[src/hw/dram_sim_pkg.sv]
// DRAM simulation shared definitions
`default_nettype none

package dram_sim_pkg;

  // Bus widths
  localparam int unsigned ADDR_W = 32;
  localparam int unsigned DATA_W = 64;

  // One strobe bit per data byte
  localparam int unsigned STRB_W = DATA_W / 8;

  // AXI response encoding, only the two codes this model returns
  typedef enum logic [1:0] {
    OKAY   = 2'b00,
    DECERR = 2'b11
  } resp_e;

  // Read response as returned by the storage model
  typedef struct packed {
    logic [DATA_W-1:0] data;
    resp_e             resp;
  } rd_rsp_t;

endpackage : dram_sim_pkg

`default_nettype wire

[src/hw/dram_req_if.sv]
// DRAM request stream interface
`timescale 1ns/1ps
`default_nettype none

interface dram_req_if #(
  parameter int unsigned IdxW = 6
);
  import dram_sim_pkg::*;

  logic              valid;
  logic              ready;
  logic              we;
  logic [IdxW-1:0]   idx;
  logic [DATA_W-1:0] wdata;
  logic [STRB_W-1:0] wstrb;

  modport producer (output valid, we, idx, wdata, wstrb, input ready);

  modport consumer (input valid, we, idx, wdata, wstrb, output ready);

  // Passive view of the whole stream
  modport arbiter (input valid, ready, we, idx, wdata, wstrb);

endinterface : dram_req_if

`default_nettype wire

[src/hw/rw_arbiter.sv]
// Read/write round-robin arbiter
`timescale 1ns/1ps
`default_nettype none

module rw_arbiter (
  input  logic         clk_i,
  input  logic         arst_n_i,
  dram_req_if.consumer rd_req,
  dram_req_if.consumer wr_req,
  dram_req_if.producer mem_req
);

  // Selection, 1 means read
  logic sel;
  logic sel_q;
  logic prio_q;
  logic lock_q;
  logic fire;

  always_comb begin
    if (lock_q) begin
      sel = sel_q;
    end else if (rd_req.valid && wr_req.valid) begin
      sel = prio_q;
    end else begin
      sel = rd_req.valid;
    end
  end

  assign mem_req.valid = sel ? rd_req.valid : wr_req.valid;
  assign mem_req.we    = sel ? rd_req.we    : wr_req.we;
  assign mem_req.idx   = sel ? rd_req.idx   : wr_req.idx;
  assign mem_req.wdata = sel ? rd_req.wdata : wr_req.wdata;
  assign mem_req.wstrb = sel ? rd_req.wstrb : wr_req.wstrb;

  assign rd_req.ready = sel & mem_req.ready;
  assign wr_req.ready = ~sel & mem_req.ready;

  assign fire = mem_req.valid & mem_req.ready;

  always_ff @(posedge clk_i or negedge arst_n_i) begin
    if (!arst_n_i) begin
      lock_q <= 1'b0;
      sel_q  <= 1'b0;
      prio_q <= 1'b1;
    end else begin
      // Hold the grant until the stalled beat goes through
      lock_q <= mem_req.valid & ~mem_req.ready;
      sel_q  <= sel;
      if (fire) begin
        prio_q <= ~sel;
      end
    end
  end

endmodule : rw_arbiter

`default_nettype wire

[src/flat_wrapper.sv]
// flat-port wrapper written by rule: the top's interface ports become plain ports
module rw_arbiter_flat 
  (clk_i, arst_n_i, rd_req_valid, rd_req_we, rd_req_idx, rd_req_wdata, rd_req_wstrb, rd_req_ready, wr_req_valid, wr_req_we, wr_req_idx, wr_req_wdata, wr_req_wstrb, wr_req_ready, mem_req_valid, mem_req_we, mem_req_idx, mem_req_wdata, mem_req_wstrb, mem_req_ready);
  dram_req_if rd_req_i ();
  dram_req_if wr_req_i ();
  dram_req_if mem_req_i ();
  input  logic clk_i;
  input  logic arst_n_i;
  input wire logic [$bits(rd_req_i.valid)-1:0] rd_req_valid;
  input wire logic [$bits(rd_req_i.we)-1:0] rd_req_we;
  input wire logic [$bits(rd_req_i.idx)-1:0] rd_req_idx;
  input wire logic [$bits(rd_req_i.wdata)-1:0] rd_req_wdata;
  input wire logic [$bits(rd_req_i.wstrb)-1:0] rd_req_wstrb;
  output wire logic [$bits(rd_req_i.ready)-1:0] rd_req_ready;
  input wire logic [$bits(wr_req_i.valid)-1:0] wr_req_valid;
  input wire logic [$bits(wr_req_i.we)-1:0] wr_req_we;
  input wire logic [$bits(wr_req_i.idx)-1:0] wr_req_idx;
  input wire logic [$bits(wr_req_i.wdata)-1:0] wr_req_wdata;
  input wire logic [$bits(wr_req_i.wstrb)-1:0] wr_req_wstrb;
  output wire logic [$bits(wr_req_i.ready)-1:0] wr_req_ready;
  output wire logic [$bits(mem_req_i.valid)-1:0] mem_req_valid;
  output wire logic [$bits(mem_req_i.we)-1:0] mem_req_we;
  output wire logic [$bits(mem_req_i.idx)-1:0] mem_req_idx;
  output wire logic [$bits(mem_req_i.wdata)-1:0] mem_req_wdata;
  output wire logic [$bits(mem_req_i.wstrb)-1:0] mem_req_wstrb;
  input wire logic [$bits(mem_req_i.ready)-1:0] mem_req_ready;
  assign rd_req_i.valid = rd_req_valid;
  assign rd_req_i.we = rd_req_we;
  assign rd_req_i.idx = rd_req_idx;
  assign rd_req_i.wdata = rd_req_wdata;
  assign rd_req_i.wstrb = rd_req_wstrb;
  assign rd_req_ready = rd_req_i.ready;
  assign wr_req_i.valid = wr_req_valid;
  assign wr_req_i.we = wr_req_we;
  assign wr_req_i.idx = wr_req_idx;
  assign wr_req_i.wdata = wr_req_wdata;
  assign wr_req_i.wstrb = wr_req_wstrb;
  assign wr_req_ready = wr_req_i.ready;
  assign mem_req_valid = mem_req_i.valid;
  assign mem_req_we = mem_req_i.we;
  assign mem_req_idx = mem_req_i.idx;
  assign mem_req_wdata = mem_req_i.wdata;
  assign mem_req_wstrb = mem_req_i.wstrb;
  assign mem_req_i.ready = mem_req_ready;
  rw_arbiter u_core (.clk_i(clk_i), .arst_n_i(arst_n_i), .rd_req(rd_req_i), .wr_req(wr_req_i), .mem_req(mem_req_i));
endmodule
[config.mk]
export PLATFORM = sky130hd
export DESIGN_NAME = rw_arbiter_flat
export DESIGN_NICKNAME = d
export VERILOG_FILES = /design/src/hw/dram_sim_pkg.sv /design/src/hw/dram_req_if.sv /design/src/hw/rw_arbiter.sv /design/src/flat_wrapper.sv
export SDC_FILE = /design/constraint.sdc
export NUM_CORES = 1
export LEC_CHECK = 0
export ABC_AREA = 0
export BUFFER_PORTS_ARGS = -buffer_cell sky130_fd_sc_hd__clkbuf_2
export CAP_MARGIN = 20
export CORE_AREA = 4 4 92 94
export DETAILED_ROUTE_END_ITERATION = 6
export DIE_AREA = 0 0 96 98
export PLACE_DENSITY = 0.59
export SETUP_SLACK_MARGIN = 0.2
export SYNTH_ARGS = -nofsm -noshare
export SYNTH_HDL_FRONTEND = slang
export SYNTH_SLANG_ARGS = --single-unit
[constraint.sdc]
create_clock -name clk_i -period 2.11 [get_ports clk_i]
set_input_delay 0.211 -clock clk_i [delete_from_list [all_inputs] [get_ports clk_i]]
set_output_delay 0.211 -clock clk_i [all_outputs]
set_load 0.03 [all_outputs]
# [Word-level counts from Yosys, hierarchy flattened]
# Index checks and enable logic that the tools add are counted.
[word_totals] inputBits=163 out_inout_bits=82 ff_bits=3 memories=0 romBits=0 latch_bits=0 mem_bits_rw=0
[classes] order_cmp=0 bitwise=6 shifts=0 n_addsub=0 div=0 reduce_logical=1 n_mul=0 n_mux=7 n_eq_ne=0
[ops] cell="64-bit two-way mux" count=1
[ops] cell="8-bit two-way mux" count=1
[ops] cell="6-bit two-way mux" count=1
[ops] cell="1-bit AND" count=4
[ops] cell="1-bit two-way mux" count=4
[ops] cell="1-bit inverter" count=2
[ops] cell="1-bit logical AND" count=1

# [Longest topological paths before layout]
# Gate-level depths: netlist of run 1.
[logic_depth] ltp_word=5 depth_mapped=4

# [Worst setup path before layout of run 1]
# No wires, ideal clock.
[synth_path] path_kind="reg2out" startpoint="register u_core.lock_q" endpoint="output port mem_req_idx[0]" path_stages_with_launch=5 t_arrival_ps=1516 path_slack_ps=383 cell_sequence="dfrtp_1 > nand2b_1 > o21ai_4 > buf_2 > mux2_1"
[synth_between] elab_chain_cells=2
[synth_rtl] element="start, declared" line_no="rw_arbiter.sv:17" source="logic lock_q;"
[synth_rtl] element="start signal, assigned" line_no="rw_arbiter.sv:48" source="lock_q <= mem_req.valid & ~mem_req.ready;"
[synth_rtl] element="1-bit two-way mux" line_no="rw_arbiter.sv:21" source="if (lock_q) begin"
[synth_rtl] element="via u_core.sel" line_no="rw_arbiter.sv:14" source="logic sel;"
[synth_rtl] element="6-bit two-way mux" line_no="rw_arbiter.sv:32" source="assign mem_req.idx = sel ? rd_req.idx : wr_req.idx;"
[synth_rtl] element="end, declared" line_no="flat_wrapper.sv:23" source="output wire logic [$bits(mem_req_i.idx)-1:0] mem_req_idx;"
# The timed path passes the listed nets, and every way through them passes these cells.

# [Worst setup path in the final report of run 1]
[layout_path] startpoint="register u_core.prio_q" endpoint="output port mem_req_wdata[49]"
[layout_between] elab_chain_cells=3
[layout_rtl] element="start, declared" line_no="rw_arbiter.sv:16" source="logic prio_q;"
[layout_rtl] element="start signal, assigned" line_no="rw_arbiter.sv:51" source="prio_q <= ~sel;"
[layout_rtl] element="1-bit two-way mux" line_no="rw_arbiter.sv:23" source="end else if (rd_req.valid && wr_req.valid) begin"
[layout_rtl] element="1-bit two-way mux" line_no="rw_arbiter.sv:21"
[layout_rtl] element="64-bit two-way mux" line_no="rw_arbiter.sv:33" source="assign mem_req.wdata = sel ? rd_req.wdata : wr_req.wdata;"
[layout_rtl] element="end, declared" line_no="flat_wrapper.sv:24" source="output wire logic [$bits(mem_req_i.wdata)-1:0] mem_req_wdata;"
# Every way passes these cells.

==> results by group, run 1 <==
Cells and area
  • Filler instances: 698
  • Fin nets: 533
  • Multi-input logic area: 1227 µm²
  • Register area: between 70 and 80 µm²
  • Fin cells: 471
  • Proportion of layout cells with a drive suffix above 1: just over 90%
  • ANT cells: 0
  • Commonest non-fill, non-tap cell in the layout: clkbuf_2
  • Area Overhead vs Synth: 228.6%
  • Commonest non-fill, non-tap cells in the layout: 164 x clkbuf_2, 66 x buf_6, 61 x mux2_4

Floorplanning
  • Die area: between 9000 and 10,000 µm²
  • Num rows: 32
  • Die W: 96 µm
  • Die height: 98 µm
  • Initial Utilization: 14.69%
  • Ports: roughly 250
  • Core area: 7647 µm²

Synth
  • Post-synth top area share: 67.15%
  • Syn Nets: 269
  • Ys Warns: 0
  • Area leader, netlist: mux2_1
  • Sequential element share of the synthesized area: a little under 7%
  • Largest cells by area after synthesis: mux2_1 67%, mux2_2 12%, buf_4 4.7%, dfrtp_1 4.5%, dfstp_2 2.3%
  • Mean post-synth cell area: 10.60 µm²
  • Netlist cell types: 18
  • Synth Instances: about 110
  • Synth Register Bits: 3
  • Synth Cell Area: about 1100 µm²

Setup path
  • WS Path Type: flop to output port
  • Crit path DAT: 1.80 ns
  • Startpoint Class: flop
  • Worst r2r path cells: 4
  • R2R setup slack: 0.98 ns
  • CP startpoint: u_core.prio_q
  • Worst R2R End: u_core.sel_q
  • CP Capture Type: output port
  • CP max FO: 6
  • Worst Path Required: 1.90 ns
  • RR Startpoint: u_core.prio_q

Place
  • Placed Cells: roughly 450
  • Port Buffer Count: 244
  • GP Congestion: 0.7295
  • Detail Placement HPWL: about 5400 µm

Routing
  • Initial drt markers: 10
  • Detail Route Antenna Nets: 0
  • DRT Pass-1 Iters: 4
  • Vias: 1,979
  • Via/cell ratio: 4.202
  • DR WL/cell: 17.38 µm
  • DRC: 0
  • Drt total wl: 8184 µm

Min path
  • Worst hold stages: 3
  • HP Start: mem_req_ready
  • Endpoint, Worst Hold: u_core.prio_q
  • Min-Delay Path Class: primary input to flop

Pwr
  • Combinational power share: between 80% and 90%
  • Switch share: around 43%
  • Peak supply drop: 0.0003431 V
  • PD cells: about 700 nW/µm²
  • Share of power burned in registers: 3.7%
  • Sw power: 0.001073 W
  • P_leak: 2.034 nW
  • Clock power share: under 10%
  • Pint: roughly 0.0014 W
  • Overall power: 0.002512 W

Timing
  • Timing-limited maximum frequency: 496.5 MHz
  • Crit path time final: 2.014 ns
  • Max_slew headroom: a little under nine tenths
  • Final Cycle Share: 95.45%
  • Final TNS setup: 0 ns
  • Post-Route Skew: 0.0009130 ns
  • Slew Limit Fails: 0
  • Final Hold Viols: 0
  • RSZ-0062 raised after global routing: true
  • Measured slew at the worst slew-check pin: 0.2109 ns
  • # setup viols final: 0

Clock network
  • Clock latency on the worst-skew pair: 0.22 ns
  • Num CTS Buffers: 3
  • Clk buf depth: 2
  • Clk pin slew, worst setup/hold paths: 0.03 ns
  • CTS tree: yes
  • Clk root buf: clkbuf_8
  • Clock Sink Count: 3
  • CTS HTree Levels: 1

Status
  • Status: finished, final reports clean

Global routing
  • Number of global-route vias before repair: 1,918
  • Largest net degree at the start of global routing: 22
  • First-pass GRT wire length: 9397 µm
  • Grt total ovfl: 0
  • Antenna violations before repair: 1
  • Global Route Usage Sum: between 10 and 15%

Job
  • Max-cap viol count: 0
-- logic make-up (layout without fill, tap and decap cells) --
logic type / after synthesis / after routing / share of synthesized area [%]
AO/OA/AOI/OAI: 5 / 5 / 3.898
buffers and inverters: 9 / 272 / 5.456
flip-flops: 3 / 3 / 6.793
multiplexers: 79 / 79 / 79.18
AND/OR/NAND/NOR: 10 / 10 / 4.677
-- through the flow --
stage               area [µm²]  utilization (%)  setup WS (ns)  hold WS (ns)
floorplan                 1124                -         0.3834      -0.08459
global placement          2455            32.10         0.2867       0.01146
CTS                       3040            39.76        0.06762        0.2830
detailed placement        2455            32.10         0.2618       0.01812
finish                    3692            48.28        0.09609        0.2878
global route              3692            48.28        0.02355        0.3251
-- registers in the layout, summed over array words and instances (netlist names) --
register,flops
u_core.prio_q,1
u_core.lock_q,1
u_core.sel_q,1
-- metal layers --
layer	vias up	part of all wire, %	track usage [%]
li1	923	-	-
met1	902	35	12.59
met2	142	55	26.08
met3	10	8.8	2.619
met4	2	0.89	3.501
met5	-	0.16	0
-- power groups by stage --
stage,clock (W),sequential [W],combinational [W]
final,0.000169,0.0000920,0.00225
after detailed placement,0,0.0000942,0.00131
after global routing,0.000177,0.0000945,0.00236
after floorplan,0,0.0000907,0.000917
after CTS,0.000172,0.0000918,0.00169
after global placement,0,0.0000929,0.00129
-- how the worst max path moves through the flow --
stage	end	slack, ns	cells past startpoint
after global placement	mem_req_wdata[49]	0.29	5
after global routing	mem_req_wdata[33]	0.02	6
final	mem_req_wdata[49]	0.1	6
after CTS	mem_req_wdata[28]	0.07	6
after floorplan	mem_req_idx[0]	0.38	4
after detailed placement	mem_req_wstrb[2]	0.26	5
-- layout make-up --
class                      count  area share, %
timing repair buffer         267          59.91
multi-input combinational     94          33.24
sequential                     3          2.067
clock buffer                   4          1.220
inverter                       1         0.1017
tap                          102          3.456
-- critical path: stages, from the launching register on --
cell     delay [ns]
dfstp_2        0.53
nor2b_2        0.05
o21ai_4        0.20
buf_6          0.18
buf_12         0.13
mux2_2         0.35
buf_6          0.14
-- timing repair --
action                                 4_1_cts  5_1_grt
endpoints found under the hold margin        3        0
buffers inserted                             5        2
gates cloned                                 4        9
resized for setup                          119      204
pin swaps                                    1        1
hold buffers                                 1        0
setup endpoints to repair                   79       80
-- cell usage after synthesis --
library cell / count
nor2b_1: 1
buf_2: 1
buf_4: 7
dfstp_2: 1
nor2_1: 1
a31oi_1: 1
nand2_1: 3
mux2_2: 12
a21oi_1: 1
and2_1: 2
o22a_1: 1
or2_2: 1
a21boi_0: 1
inv_1: 1
o21ai_4: 1
mux2_1: 67
dfrtp_1: 2
nand2b_1: 2
(Power assumes the default switching activity.)
==> run 2: changes to the inputs <==
Settings changed: CTS_BUF_LIST from default to sky130_fd_sc_hd__clkbuf_4.
==> run 2 against run 1 <==
  * First-iteration DRC count fell by 10%
  * Sequential power barely moved
  * Largest cell class unchanged
  * Clock power fell by 31%
==> results by group, run 2 (synthesized netlist as in run 1, its figures left out) <==
Place
  • Area after DPL: 2455 µm² (unchanged)
  • Port Buffer Count: 244 (unchanged)
  • Detail Placement HPWL: 5404 µm (unchanged)
  • GP Congestion: 0.7295 (unchanged)

Clock network
  • Clock Sink Count: 3 (unchanged)
  • Num CTS Buffers: 3 (unchanged)
  • Clock latency on the worst-skew pair: 0.24 ns (was 0.22 ns)
  • CTS HTree Levels: 1 (unchanged)
  • Clk pin slew, worst setup/hold paths: 0.04 ns (was 0.03 ns)
  • Clk root buf: clkbuf_4 (was clkbuf_8)
  • CTS tree: yes (unchanged)
  • Clk buf depth: 2 (unchanged)

Cells and area
  • Top flop regs: u_core.lock_q (1), u_core.prio_q (1), u_core.sel_q (1) (unchanged)
  • Fin nets: 533 (unchanged)
  • Commonest non-fill, non-tap cells in the layout: 164 x clkbuf_2, 67 x buf_6, 61 x mux2_4 (was 164 x clkbuf_2, 66 x buf_6, 61 x mux2_4)
  • Area Overhead vs Synth: 227.6% (was 228.6%)
  • ANT cells: 0 (unchanged)
  • Post-layout instance area: 3681 µm² (was 3692 µm²)
  • Proportion of layout cells with a drive suffix above 1: 92.41% (was 92.14%)
  • Commonest non-fill, non-tap cell in the layout: clkbuf_2 (unchanged)

Timing
  • Hold_ws: 0.2704 ns (was 0.2878 ns)
  • Final Cycle Share: 96.63% (was 95.45%)
  • Final TNS setup: 0 ns (unchanged)
  • Max_slew headroom: 85.90% (was 85.88%)
  • Timing-limited maximum frequency: 490.5 MHz (was 496.5 MHz)
  • RSZ-0062 raised after global routing: true (unchanged)
  • Final Hold Viols: 0 (unchanged)
  • Post-Route Skew: 0.002096 ns (was 0.0009130 ns)
  • Crit path time final: 2.039 ns (was 2.014 ns)
  • # setup viols final: 0 (unchanged)
  • Slew Limit Fails: 0 (unchanged)
  • Measured slew at the worst slew-check pin: 0.2108 ns (was 0.2109 ns)

Pwr
  • P_leak: 2.031 nW (was 2.034 nW)
  • PD cells: 668.8 nW/µm² (was 680.3 nW/µm²)
  • Overall power: 0.002462 W (was 0.002512 W)
  • Peak supply drop: 0.0004243 V (was 0.0003431 V)

Floorplanning
  • Num rows: 32 (unchanged)
  • Die height: 98 µm (unchanged)
  • Die area: 9408 µm² (unchanged)
  • Initial Utilization: 14.69% (unchanged)
  • Ports: 245 (unchanged)
  • Core area: 7647 µm² (unchanged)
  • Die W: 96 µm (unchanged)

Min path
  • Min-Delay Path Class: primary input to flop (unchanged)
  • Worst hold stages: 3 (unchanged)
  • Endpoint, Worst Hold: u_core.prio_q (unchanged)
  • HP Start: mem_req_ready (unchanged)

Setup path
  • Worst r2r path cells: 4 (unchanged)
  • Worst R2R End: u_core.sel_q (unchanged)
  • Worst Path Required: 1.90 ns (about the same)
  • CP Capture Type: output port (unchanged)
  • Crit path DAT: 1.83 ns (was 1.80 ns)
  • Startpoint Class: flop (unchanged)
  • R2R setup slack: 0.98 ns (about the same)
  • RR Startpoint: u_core.prio_q (unchanged)
  • WS Path Type: flop to output port (unchanged)
  • CP max FO: 5 (was 6)

Global routing
  • First-pass GRT wire length: 9356 µm (was 9397 µm)
  • Grt total ovfl: 0 (unchanged)
  • Number of global-route vias before repair: 1,914 (was 1,918)
  • Largest net degree at the start of global routing: 22 (unchanged)
  • Global Route Usage Sum: 12.77% (was 12.88%)
  • Antenna violations before repair: 1 (unchanged)

Routing
  • DRT Pass-1 Iters: 4 (unchanged)
  • Detail Route Antenna Nets: 0 (unchanged)
  • Initial drt markers: 9 (was 10)
  • DR WL/cell: 17.35 µm (was 17.38 µm)
  • Vias: 1,978 (was 1,979)
  • Via/cell ratio: 4.200 (was 4.202)
  • DRC: 0 (unchanged)
  • Drt total wl: 8172 µm (was 8184 µm)

Status
  • Status: finished, final reports clean (unchanged)

Job
  • Max-cap viol count: 0 (unchanged)
run 2: cell counts in the layout (fill, tap and decap cells not counted):
Identical to the previous run, type by type.
run 2: metal layers:
| metal | vias up | global-route usage [%] | share of wire (%) |
|---|---|---|---|
| met4 | 2 | 3.173 | 0.72 |
| met3 | 8 | 2.388 | 8.8 |
| met1 | 904 | 12.59 | 35 |
| met2 | 140 | 26.02 | 55 |
| met5 | - | 0 | 0.16 |
| li1 | 924 | - | - |
run 2: where the power goes:
part | total (W) | leakage (nW) | internal [W] | switching (W)
sequential | 0.0000919 | 0.0357 | 0.0000804 | 0.0000116
combinational | 0.00225 | 1.98 | 0.00123 | 0.00102
clock | 0.000116 | 0.0184 | 0.0000838 | 0.0000324
run 2: metrics by stage:
| stage | util, % | instances | setup slack, ns |
|---|---|---|---|
| after floorplan | - | 106 | 0.3834 |
| after detailed placement | 32.10 | 446 | 0.2618 |
| final | 48.13 | 471 | 0.07111 |
| after global placement | 32.10 | 446 | 0.2867 |
| after global routing | 48.13 | 471 | 0.002545 |
| after CTS | 39.56 | 460 | 0.04346 |
run 2: how the worst max path moves through the flow:
stage	start	endpoint	slack [ns]	depth (start not counted)
2_1_floorplan	u_core.lock_q	mem_req_idx[0]	0.38	4
3_3_place_gp	u_core.lock_q	mem_req_wdata[49]	0.29	5
3_5_place_dp	u_core.lock_q	mem_req_wstrb[2]	0.26	5
4_1_cts	u_core.prio_q	mem_req_wdata[28]	0.04	6
5_1_grt	u_core.lock_q	mem_req_wdata[33]	0.003	6
6_report	u_core.prio_q	mem_req_wdata[33]	0.07	6
run 2: critical path: stages, from the launching register on:
cell,delay (ns)
dfstp_2,0.53
nor2b_2,0.05
o21ai_4,0.20
buf_6,0.18
buf_16,0.13
mux2_1,0.35
buf_6,0.15
run 2: layout make-up:
type,instances,area [µm²]
Fill cell,695,3966
Timing Repair Buffer,267,2216
Multi-Input combinational cell,94,1227
Tap cell,102,127.6
Sequential cell,3,76.32
Clock buffer,4,30.03
Inverter,1,3.754
run 2: what timing repair did:
item,in CTS,in global routing
gates resized for setup,119,205
pin swaps,1,1
setup buffers,5,2
cloned,4,9
hold endpoints to repair,3,0
hold buffers,1,0
endpoints found under the setup margin,79,80
