## src/hw/dram_sim_pkg.sv

```systemverilog
// DRAM simulation shared definitions
`default_nettype none

package dram_sim_pkg;

  // Bus widths
  localparam int unsigned ADDR_W = 32;
  localparam int unsigned DATA_W = 64;

  // One strobe bit per data byte
  localparam int unsigned STRB_W = DATA_W / 8;

  // AXI response encoding, only the two codes this model returns
  typedef enum logic [1:0] {
    OKAY   = 2'b00,
    DECERR = 2'b11
  } resp_e;

  // Read response as returned by the storage model
  typedef struct packed {
    logic [DATA_W-1:0] data;
    resp_e             resp;
  } rd_rsp_t;

endpackage : dram_sim_pkg

`default_nettype wire

```

## src/hw/dram_req_if.sv

```systemverilog
// DRAM request stream interface
`timescale 1ns/1ps
`default_nettype none

interface dram_req_if #(
  parameter int unsigned IdxW = 6
);
  import dram_sim_pkg::*;

  logic              valid;
  logic              ready;
  logic              we;
  logic [IdxW-1:0]   idx;
  logic [DATA_W-1:0] wdata;
  logic [STRB_W-1:0] wstrb;

  modport producer (output valid, we, idx, wdata, wstrb, input ready);

  modport consumer (input valid, we, idx, wdata, wstrb, output ready);

  // Passive view of the whole stream
  modport arbiter (input valid, ready, we, idx, wdata, wstrb);

endinterface : dram_req_if

`default_nettype wire

```

## src/hw/lite_to_dram_req.sv

```systemverilog
// AXI-Lite to DRAM request converter
`timescale 1ns/1ps
`default_nettype none

module lite_to_dram_req #(
  parameter logic [dram_sim_pkg::ADDR_W-1:0] BaseAddr   = 32'h8000_0000,
  parameter int unsigned                     MemWords   = 64,
  parameter int unsigned                     BFifoDepth = 4,
  parameter int unsigned                     RspDepth   = 4
) (
  input  logic                              clk_i,
  input  logic                              arst_n_i,
  input  logic                              aw_valid_i,
  output logic                              aw_ready_o,
  input  logic [dram_sim_pkg::ADDR_W-1:0]   aw_addr_i,
  input  logic                              w_valid_i,
  output logic                              w_ready_o,
  input  logic [dram_sim_pkg::DATA_W-1:0]   w_data_i,
  input  logic [dram_sim_pkg::STRB_W-1:0]   w_strb_i,
  output logic                              b_valid_o,
  input  logic                              b_ready_i,
  output logic [1:0]                        b_resp_o,
  input  logic                              ar_valid_i,
  output logic                              ar_ready_o,
  input  logic [dram_sim_pkg::ADDR_W-1:0]   ar_addr_i,
  output logic                              r_valid_o,
  input  logic                              r_ready_i,
  output logic [dram_sim_pkg::DATA_W-1:0]   r_data_o,
  output logic [1:0]                        r_resp_o,
  dram_req_if.producer                      rd_req,
  dram_req_if.producer                      wr_req,
  input  logic                              rd_rsp_valid_i,
  input  dram_sim_pkg::rd_rsp_t             rd_rsp_i,
  output logic                              rd_rsp_ready_o
);
  import dram_sim_pkg::*;

  localparam int unsigned OffW     = $clog2(STRB_W);
  localparam int unsigned IdxW     = $clog2(MemWords);
  localparam int unsigned TagDepth = RspDepth + 2;
  localparam int unsigned BPtrW    = (BFifoDepth > 1) ? $clog2(BFifoDepth) : 1;
  localparam int unsigned TPtrW    = $clog2(TagDepth);

  // Word offset from the window base
  function automatic logic [ADDR_W-1:0] word_of(input logic [ADDR_W-1:0] addr);
    logic [ADDR_W-1:0] aligned;
    aligned = {addr[ADDR_W-1:OffW], {OffW{1'b0}}};
    return (aligned - BaseAddr) >> OffW;
  endfunction

  logic              live_q;
  logic [ADDR_W-1:0] aw_word, ar_word;
  logic              aw_in, ar_in;
  logic              wr_go, wr_accept, ar_go;

  resp_e                          b_mem [BFifoDepth];
  logic [BPtrW-1:0]               b_wptr, b_rptr;
  logic [$clog2(BFifoDepth+1)-1:0] b_cnt;
  logic                           b_full, b_push, b_pop;

  // Tag set means the read was out of range
  logic                          tag_mem [TagDepth];
  logic [TPtrW-1:0]              tag_wptr, tag_rptr;
  logic [$clog2(TagDepth+1)-1:0] tag_cnt;
  logic                          tag_full, tag_empty, tag_err, tag_push, tag_pop;

  // Keeps every ready low in the first cycle out of reset
  always_ff @(posedge clk_i or negedge arst_n_i) begin
    if (!arst_n_i) live_q <= 1'b0;
    else           live_q <= 1'b1;
  end

  assign aw_word = word_of(aw_addr_i);
  assign ar_word = word_of(ar_addr_i);
  assign aw_in   = aw_word < MemWords;
  assign ar_in   = ar_word < MemWords;

  // Write joins AW and W, out of range skips the memory
  assign wr_go        = live_q & aw_valid_i & w_valid_i & ~b_full;
  assign wr_req.valid = wr_go & aw_in;
  assign wr_req.we    = 1'b1;
  assign wr_req.idx   = aw_word[IdxW-1:0];
  assign wr_req.wdata = w_data_i;
  assign wr_req.wstrb = w_strb_i;
  assign wr_accept    = wr_go & (~aw_in | wr_req.ready);
  assign aw_ready_o   = wr_accept;
  assign w_ready_o    = wr_accept;

  assign b_full    = b_cnt == BFifoDepth;
  assign b_push    = wr_accept;
  assign b_pop     = b_valid_o & b_ready_i;
  assign b_valid_o = b_cnt != 0;
  assign b_resp_o  = b_mem[b_rptr];

  always_ff @(posedge clk_i or negedge arst_n_i) begin
    if (!arst_n_i) begin
      b_wptr <= '0;
      b_rptr <= '0;
      b_cnt  <= '0;
    end else begin
      if (b_push) b_wptr <= (b_wptr == BPtrW'(BFifoDepth - 1)) ? '0 : b_wptr + 1'b1;
      if (b_pop)  b_rptr <= (b_rptr == BPtrW'(BFifoDepth - 1)) ? '0 : b_rptr + 1'b1;
      if (b_push && !b_pop)      b_cnt <= b_cnt + 1'b1;
      else if (!b_push && b_pop) b_cnt <= b_cnt - 1'b1;
    end
  end

  always_ff @(posedge clk_i) begin
    if (b_push) b_mem[b_wptr] <= aw_in ? OKAY : DECERR;
  end

  // Read requests, every AR leaves an order tag
  assign ar_go        = live_q & ar_valid_i & ~tag_full;
  assign rd_req.valid = ar_go & ar_in;
  assign rd_req.we    = 1'b0;
  assign rd_req.idx   = ar_word[IdxW-1:0];
  assign rd_req.wdata = '0;
  assign rd_req.wstrb = '0;
  assign ar_ready_o   = ar_go & (~ar_in | rd_req.ready);

  assign tag_full  = tag_cnt == TagDepth;
  assign tag_empty = tag_cnt == 0;
  assign tag_err   = tag_mem[tag_rptr];
  assign tag_push  = ar_valid_i & ar_ready_o;
  assign tag_pop   = r_valid_o & r_ready_i;

  always_ff @(posedge clk_i or negedge arst_n_i) begin
    if (!arst_n_i) begin
      tag_wptr <= '0;
      tag_rptr <= '0;
      tag_cnt  <= '0;
    end else begin
      if (tag_push) tag_wptr <= (tag_wptr == TPtrW'(TagDepth - 1)) ? '0 : tag_wptr + 1'b1;
      if (tag_pop)  tag_rptr <= (tag_rptr == TPtrW'(TagDepth - 1)) ? '0 : tag_rptr + 1'b1;
      tag_cnt <= tag_cnt + tag_push - tag_pop;
    end
  end

  always_ff @(posedge clk_i) begin
    if (tag_push) tag_mem[tag_wptr] <= ~ar_in;
  end

  // Head tag picks memory data or a local error beat
  assign r_valid_o      = ~tag_empty & (tag_err | rd_rsp_valid_i);
  assign r_data_o       = tag_err ? '0 : rd_rsp_i.data;
  assign r_resp_o       = tag_err ? DECERR : rd_rsp_i.resp;
  assign rd_rsp_ready_o = ~tag_empty & ~tag_err & r_ready_i;

endmodule : lite_to_dram_req

`default_nettype wire

```

## src/flat_wrapper.sv

```systemverilog
// flat-port wrapper written by rule: the top's interface ports become plain ports
module lite_to_dram_req_flat import dram_sim_pkg::*;
#(
  parameter logic [dram_sim_pkg::ADDR_W-1:0] BaseAddr   = 32'h8000_0000,
  parameter int unsigned                     MemWords   = 64,
  parameter int unsigned                     BFifoDepth = 4,
  parameter int unsigned                     RspDepth   = 4
)
  (clk_i, arst_n_i, aw_valid_i, aw_ready_o, aw_addr_i, w_valid_i, w_ready_o, w_data_i, w_strb_i, b_valid_o, b_ready_i, b_resp_o, ar_valid_i, ar_ready_o, ar_addr_i, r_valid_o, r_ready_i, r_data_o, r_resp_o, rd_rsp_valid_i, rd_rsp_i, rd_rsp_ready_o, rd_req_valid, rd_req_we, rd_req_idx, rd_req_wdata, rd_req_wstrb, rd_req_ready, wr_req_valid, wr_req_we, wr_req_idx, wr_req_wdata, wr_req_wstrb, wr_req_ready);
  dram_req_if rd_req_i ();
  dram_req_if wr_req_i ();
  input  logic clk_i;
  input  logic arst_n_i;
  input  logic aw_valid_i;
  output logic aw_ready_o;
  input  logic [dram_sim_pkg::ADDR_W-1:0] aw_addr_i;
  input  logic w_valid_i;
  output logic w_ready_o;
  input  logic [dram_sim_pkg::DATA_W-1:0] w_data_i;
  input  logic [dram_sim_pkg::STRB_W-1:0] w_strb_i;
  output logic b_valid_o;
  input  logic b_ready_i;
  output logic [1:0] b_resp_o;
  input  logic ar_valid_i;
  output logic ar_ready_o;
  input  logic [dram_sim_pkg::ADDR_W-1:0] ar_addr_i;
  output logic r_valid_o;
  input  logic r_ready_i;
  output logic [dram_sim_pkg::DATA_W-1:0] r_data_o;
  output logic [1:0] r_resp_o;
  input  logic rd_rsp_valid_i;
  input  dram_sim_pkg::rd_rsp_t rd_rsp_i;
  output logic rd_rsp_ready_o;
  output wire logic [$bits(rd_req_i.valid)-1:0] rd_req_valid;
  output wire logic [$bits(rd_req_i.we)-1:0] rd_req_we;
  output wire logic [$bits(rd_req_i.idx)-1:0] rd_req_idx;
  output wire logic [$bits(rd_req_i.wdata)-1:0] rd_req_wdata;
  output wire logic [$bits(rd_req_i.wstrb)-1:0] rd_req_wstrb;
  input wire logic [$bits(rd_req_i.ready)-1:0] rd_req_ready;
  output wire logic [$bits(wr_req_i.valid)-1:0] wr_req_valid;
  output wire logic [$bits(wr_req_i.we)-1:0] wr_req_we;
  output wire logic [$bits(wr_req_i.idx)-1:0] wr_req_idx;
  output wire logic [$bits(wr_req_i.wdata)-1:0] wr_req_wdata;
  output wire logic [$bits(wr_req_i.wstrb)-1:0] wr_req_wstrb;
  input wire logic [$bits(wr_req_i.ready)-1:0] wr_req_ready;
  assign rd_req_valid = rd_req_i.valid;
  assign rd_req_we = rd_req_i.we;
  assign rd_req_idx = rd_req_i.idx;
  assign rd_req_wdata = rd_req_i.wdata;
  assign rd_req_wstrb = rd_req_i.wstrb;
  assign rd_req_i.ready = rd_req_ready;
  assign wr_req_valid = wr_req_i.valid;
  assign wr_req_we = wr_req_i.we;
  assign wr_req_idx = wr_req_i.idx;
  assign wr_req_wdata = wr_req_i.wdata;
  assign wr_req_wstrb = wr_req_i.wstrb;
  assign wr_req_i.ready = wr_req_ready;
  lite_to_dram_req #(.BaseAddr(BaseAddr), .MemWords(MemWords), .BFifoDepth(BFifoDepth), .RspDepth(RspDepth)) u_core (.clk_i(clk_i), .arst_n_i(arst_n_i), .aw_valid_i(aw_valid_i), .aw_ready_o(aw_ready_o), .aw_addr_i(aw_addr_i), .w_valid_i(w_valid_i), .w_ready_o(w_ready_o), .w_data_i(w_data_i), .w_strb_i(w_strb_i), .b_valid_o(b_valid_o), .b_ready_i(b_ready_i), .b_resp_o(b_resp_o), .ar_valid_i(ar_valid_i), .ar_ready_o(ar_ready_o), .ar_addr_i(ar_addr_i), .r_valid_o(r_valid_o), .r_ready_i(r_ready_i), .r_data_o(r_data_o), .r_resp_o(r_resp_o), .rd_req(rd_req_i), .wr_req(wr_req_i), .rd_rsp_valid_i(rd_rsp_valid_i), .rd_rsp_i(rd_rsp_i), .rd_rsp_ready_o(rd_rsp_ready_o));
endmodule
```

## config.mk

```make
export PLATFORM = sky130hd
export DESIGN_NAME = lite_to_dram_req_flat
export DESIGN_NICKNAME = d
export VERILOG_FILES = /design/src/hw/dram_sim_pkg.sv /design/src/hw/dram_req_if.sv /design/src/hw/lite_to_dram_req.sv /design/src/flat_wrapper.sv
export SDC_FILE = /design/constraint.sdc
export NUM_CORES = 1
export LEC_CHECK = 0
export ABC_AREA = 1
export ABC_CLOCK_PERIOD_IN_PS = 2500
export BUFFER_PORTS_ARGS = -buffer_cell sky130_fd_sc_hd__buf_2
export CORE_AREA = 2 2 173 175
export CTS_CLUSTER_DIAMETER = 30
export DETAILED_ROUTE_END_ITERATION = 16
export DIE_AREA = 0 0 175 177
export SYNTH_ARGS = -nofsm -noshare
export SYNTH_HDL_FRONTEND = slang
export SYNTH_SLANG_ARGS = --single-unit
```

## constraint.sdc

```tcl
create_clock -name clk_i -period 2.5 [get_ports clk_i]
set_input_delay 0.625 -clock clk_i [delete_from_list [all_inputs] [get_ports clk_i]]
set_output_delay 0.625 -clock clk_i [all_outputs]
set_load 0.1 [all_outputs]
```

Word level (Yosys, flattened, before mapping)
Memories as Yosys holds them, arrays and structs flattened.
Index checks and enable logic that the tools add are counted.
- input bits: 212
- register bits: 17
- ROM bits: 0
- bits in latches: 0
- bits in writable memories: 14
- output and inout port bits: 234
- memories kept: 2
- memories (memory ; depth ; bits a word ; rd ports ; clocked after memory_dff ; wr ports ; line ; RTL):
    u_core.b_mem ; 4 ; 2 ; 1 ; 0 ; 1 ; lite_to_dram_req.sv:56 ; resp_e b_mem [BFifoDepth];
    u_core.tag_mem ; 6 ; 1 ; 1 ; 0 ; 1 ; lite_to_dram_req.sv:62 ; logic tag_mem [TagDepth];
- multipliers: 0
- mux-type cells: 13
- divide/modulo/power cells: 0
- add/subtract/negate cells: 10
- shift-type cells: 0
- reductions and logical operators: 7
- eq/ne operators: 6
- order comparisons: 2
- bitwise operators: 24
- operator list (kind ; number):
    $mux W64 ; 1
    $sub A32 B32 Y32 const B ; 2
    $lt A29 B7 Y1 const B ; 2
    $and A1 B1 Y1 ; 15
    $eq A3 B3 Y1 const B ; 4
    $mux W3 ; 4
    $add A3 B1 Y3 const B ; 3
    $mux W2 ; 4
    $not A1 Y1 ; 6
    $add A2 B1 Y2 const B ; 2
    $eq A2 B2 Y1 const B ; 2
    $mux W1 ; 4
    $add A3 B1 Y3 ; 1
    $logic_not A3 Y1 ; 1
    $or A1 B1 Y1 ; 3
    $reduce_bool A3 Y1 ; 1
    $sub A3 B1 Y3 ; 1
    $sub A3 B1 Y3 const B ; 1
    $logic_and A1 B1 Y1 ; 2
    $logic_not A1 Y1 ; 2
    $reduce_bool A2 Y1 ; 1

Logic depth before layout (Yosys ltp)
- depth after elaboration: 9
- depth in mapped cells: 13

Least setup slack after synthesis
Ideal clock, no wire load.
- path kind: register to output
- start point: register u_core.b_rptr[0]
- end point: output port b_resp_o[1]
- path buffers: 1
- path slack: -848 ps
- arrival: 2723 ps
- stages on the path, launching flop included: 5
- cells stage by stage: dfrtp_1 > inv_1 > nand2_1 > a32oi_1 > buf_4
- longest elaborated chain between the ends: 1
- RTL lines (what ; line ; RTL):
    start: declaration ; lite_to_dram_req.sv:57 ; logic [BPtrW-1:0] b_wptr, b_rptr;
    start signal: assignment ; lite_to_dram_req.sv:102 ; if (b_pop) b_rptr <= (b_rptr == BPtrW'(BFifoDepth - 1)) ? '0 : b_rptr + 1'b1;
    $mem_v2 Z4 W2 ; -- ;
    end: declaration ; flat_wrapper.sv:23 ; output logic [1:0] b_resp_o;
No other way between the ends.

Worst setup path in the final report
- start point: register u_core.tag_rptr[0]
- end point: output port r_valid_o
- longest elaborated chain between the ends: 3
- RTL lines (what ; line ; RTL):
    start: declaration ; lite_to_dram_req.sv:63 ; logic [TPtrW-1:0] tag_wptr, tag_rptr;
    start signal: assignment ; lite_to_dram_req.sv:134 ; if (tag_pop) tag_rptr <= (tag_rptr == TPtrW'(TagDepth - 1)) ? '0 : tag_rptr + 1'b1;
    $mem_v2 Z6 W1 ; -- ;
    $or A1 B1 Y1 ; lite_to_dram_req.sv:144 ; assign r_valid_o = ~tag_empty & (tag_err | rd_rsp_valid_i);
    $and A1 B1 Y1 ; lite_to_dram_req.sv:144 ;
    end: declaration ; flat_wrapper.sv:27 ; output logic r_valid_o;
No other way between the ends.

==> flow_summary.yaml <==
run_status:
  status: "completed"
synthesis:
  ys_ff_latch: 27
  synth_fa_ha_area_frac: 0.04147
  synthSimpleGateAreaFrac: 0.2188
  synth_mux_area_frac: 0.003332
  syn_area_per_cell_um2: 6.601
  ys_warn_count: 0
  synth_compound_area_frac: 0.01925
  ys_seq_area_frac: 0.2147
  ys_types: 24
  synth_top_family_by_area: "buffers and inverters"
  synthCells: 512
  synth_xor_xnor_area_share: 0.01296
  synth.cell_area_um2: 3379
clock_network:
  cts_buffer_depth: 2
  clk_pin_slew_worst_paths_ps: 70
  cts_inserted_buffers: 3
  insertion_delay_ps: 260
  tritoncts: "yes"
  cts_num_sinks: 27
  h-tree-depth: 1
  holdBufCountCts: 0
  cts_root_buf: "clkbuf_16"
job:
  drv_cap: 0
die:
  dieArea_um2: 30980
  core_um2: 29240
  die_x_um: 175
  core.rowCount: 63
  io_pins: 446
  fp.dieH_um: 177
  start_util: 0.1156
drt:
  drt_first_pass_iters: 4
  postRouteAntennaNets: 0
  vias_per_cell: 3.020
  drc: 0
  routed_wl_um: 11380
  drtIter0Drc: 30
  wl_per_cell_um: 11.09
  vias: 3099
layout:
  layout-drive-gt1-share: 0.4072
  multi_input_area_um2: 1384
  final_net_count: 859
  n_antenna_cell: 0
  utilization: 0.1827
  areaGrowthSynthToFinish_pct: 58.09
  seq_area_um2: 726.9
  fill_cells: 3340
sta:
  setup_ws_ps: 24.72
  period_needed_ps: 2475
  setup_tns_ps: 0
  clock.fmax_mhz: 404.0
  timing.hold.ws_ps: 296.8
  fin_skew_ps: 1.451
  setup_viol: 0
  rsz0062_at_grt: "true"
  slew_viol_final: 0
  min_period_over_period: 0.9901
  final_hold_viol_count: 0
setup_path:
  worstSetupEndpointType: "output pin"
  crit_top_cell: "buf_12"
  arrival_ps: 1850
  cpMaxStageDelayCell: "dfrtp_2"
  r2r_start: "u_core.tag_rptr[0]"
  crit_fanout: 33
  r2r_slack_ps: 190
  required_ps: 1880
  worstSetupPathType: "reg -> out"
  r2r-end: "u_core.tag_cnt[2]"
  path_cells: "inv_2 -> nand2_1 -> nand4_1 -> nand3_4 -> buf_12 -> clkbuf_16 -> a21oi_4 -> buf_12"
  slowest_delay_ps: 450
  reg2reg_depth: 13
  start_kind: "flip-flop"
global_route:
  grt_pass1_vias: 2807
  grt_max_degree: 68
  grt_pass1_wl_um: 14430
  antenna_found_initial: 1
  grtUsageTotal: 0.05851
  gr-total-overflow: 0
min_path:
  hp-class: "in -> async"
place:
  place_ws_ps: 3.305
  port_buffers: 197
  post-dp-hpwl_um: 8813
  gp_congestion: 0.7300
[critical path, delay by kind of cell (launching register included)]
kind / cells / cell delay, ps
and+or+nand+nor: 3 / 290
buffers and inverters: 4 / 650
DFF: 1 / 450
AOI/OAI and AO/OA: 1 / 170
[cell usage in the layout (no fill, tap or decap), types with 4 or more instances in the layout]
| master | n |
|---|---|
| buf_2 | 124 |
| nand2_1 | 109 |
| inv_1 | 84 |
| conb_1 | 75 |
| buf_12 | 72 |
| nor2_1 | 36 |
| nand3_1 | 21 |
| inv_2 | 17 |
| dfrtp_1 | 16 |
| buf_4 | 14 |
| edfxtp_1 | 10 |
| ha_1 | 7 |
| clkbuf_16 | 6 |
| nand4_1 | 4 |
| nor2_2 | 4 |
| a21oi_1 | 4 |
| o21ai_0 | 4 |
[sequential cells by signal (all words and copies together), names as in the netlist]
signal	count
u_core.tag_mem	6
u_core.tag_rptr	3
u_core.tag_cnt	3
u_core.b_rptr	2
u_core.b_wptr	2
u_core.b_cnt	3
u_core.live_q	1
u_core.b_mem	4
u_core.tag_wptr	3
[Yosys cell counts (all sizes together)]
cell	number	area share
mux2	1	0.0033
nand3	23	0.036
a32oi	1	0.0026
o21ai	5	0.0074
nand2	112	0.12
nor2	43	0.048
buf	168	0.37
ha	8	0.030
dfrtp	17	0.13
a21oi	5	0.0074
fa	2	0.012
nand3b	1	0.0022
conb	2	0.0022
xnor2	2	0.0052
inv	103	0.11
xor2	3	0.0078
edfxtp	10	0.089
a31oi	1	0.0019
nand4	4	0.0074
nor3	1	0.0015
[routing by layer]
| layer | track usage | share of wire | vias up | wire length (µm) |
|---|---|---|---|---|
| met3 | 0.05305 | 0.18 | 11 | 2101 |
| met4 | 0.006597 | 0.0098 | 2 | 112 |
| met2 | 0.09519 | 0.45 | 281 | 5150 |
| met1 | 0.05703 | 0.35 | 1298 | 4004 |
| li1 | - | - | 1507 | - |
| met5 | 0 | 0.0011 | - | 13 |
[layout make-up]
cell class                 count  area share
multi-input combinational    287      0.2590
tap                          390     0.09133
clock inverter                 1    0.001405
clock buffer                   3     0.01405
timing repair buffer         215      0.4246
sequential                    27      0.1361
inverter                     103     0.07354
[timing repair]
action,in CTS,in global routing
cloned,0,4
buffers inserted,0,3
pin swaps,0,2
gates resized for setup,1,31
endpoints found under the setup margin,2,26
endpoints found under the hold margin,0,0
[cell families (layout without fill, tap and decap cells)]
| logic type | after synthesis | after routing |
|---|---|---|
| compound gates | 12 | 12 |
| xor+xnor | 5 | 5 |
| fa+ha+maj | 10 | 10 |
| buf+inv | 271 | 322 |
| flops | 27 | 27 |
| mux | 1 | 1 |
| other cells | 2 | 75 |
| simple gates | 184 | 184 |
[per-stage QoR]
stage	area, µm²	std cells
after CTS	5174	1019
final	5343	1026
after global routing	5343	1026
after detailed placement	5090	1015
after floorplan	3730	585
after global placement	5090	1015
[worst max-delay path by stage]
stage	startpoint	end	depth (start not counted)
after floorplan	aw_addr_i[19]	u_core.b_cnt[1]	11
after global placement	ar_addr_i[28]	u_core.tag_cnt[2]	11
after detailed placement	ar_addr_i[28]	u_core.tag_cnt[2]	11
after CTS	u_core.tag_rptr[2]	r_data_o[41]	7
after global routing	u_core.tag_rptr[0]	r_valid_o	8
final	u_core.tag_rptr[0]	r_valid_o	8
Power is not shown: default switching activity piles up to over one toggle a cycle in this logic, so the estimate is an artifact.
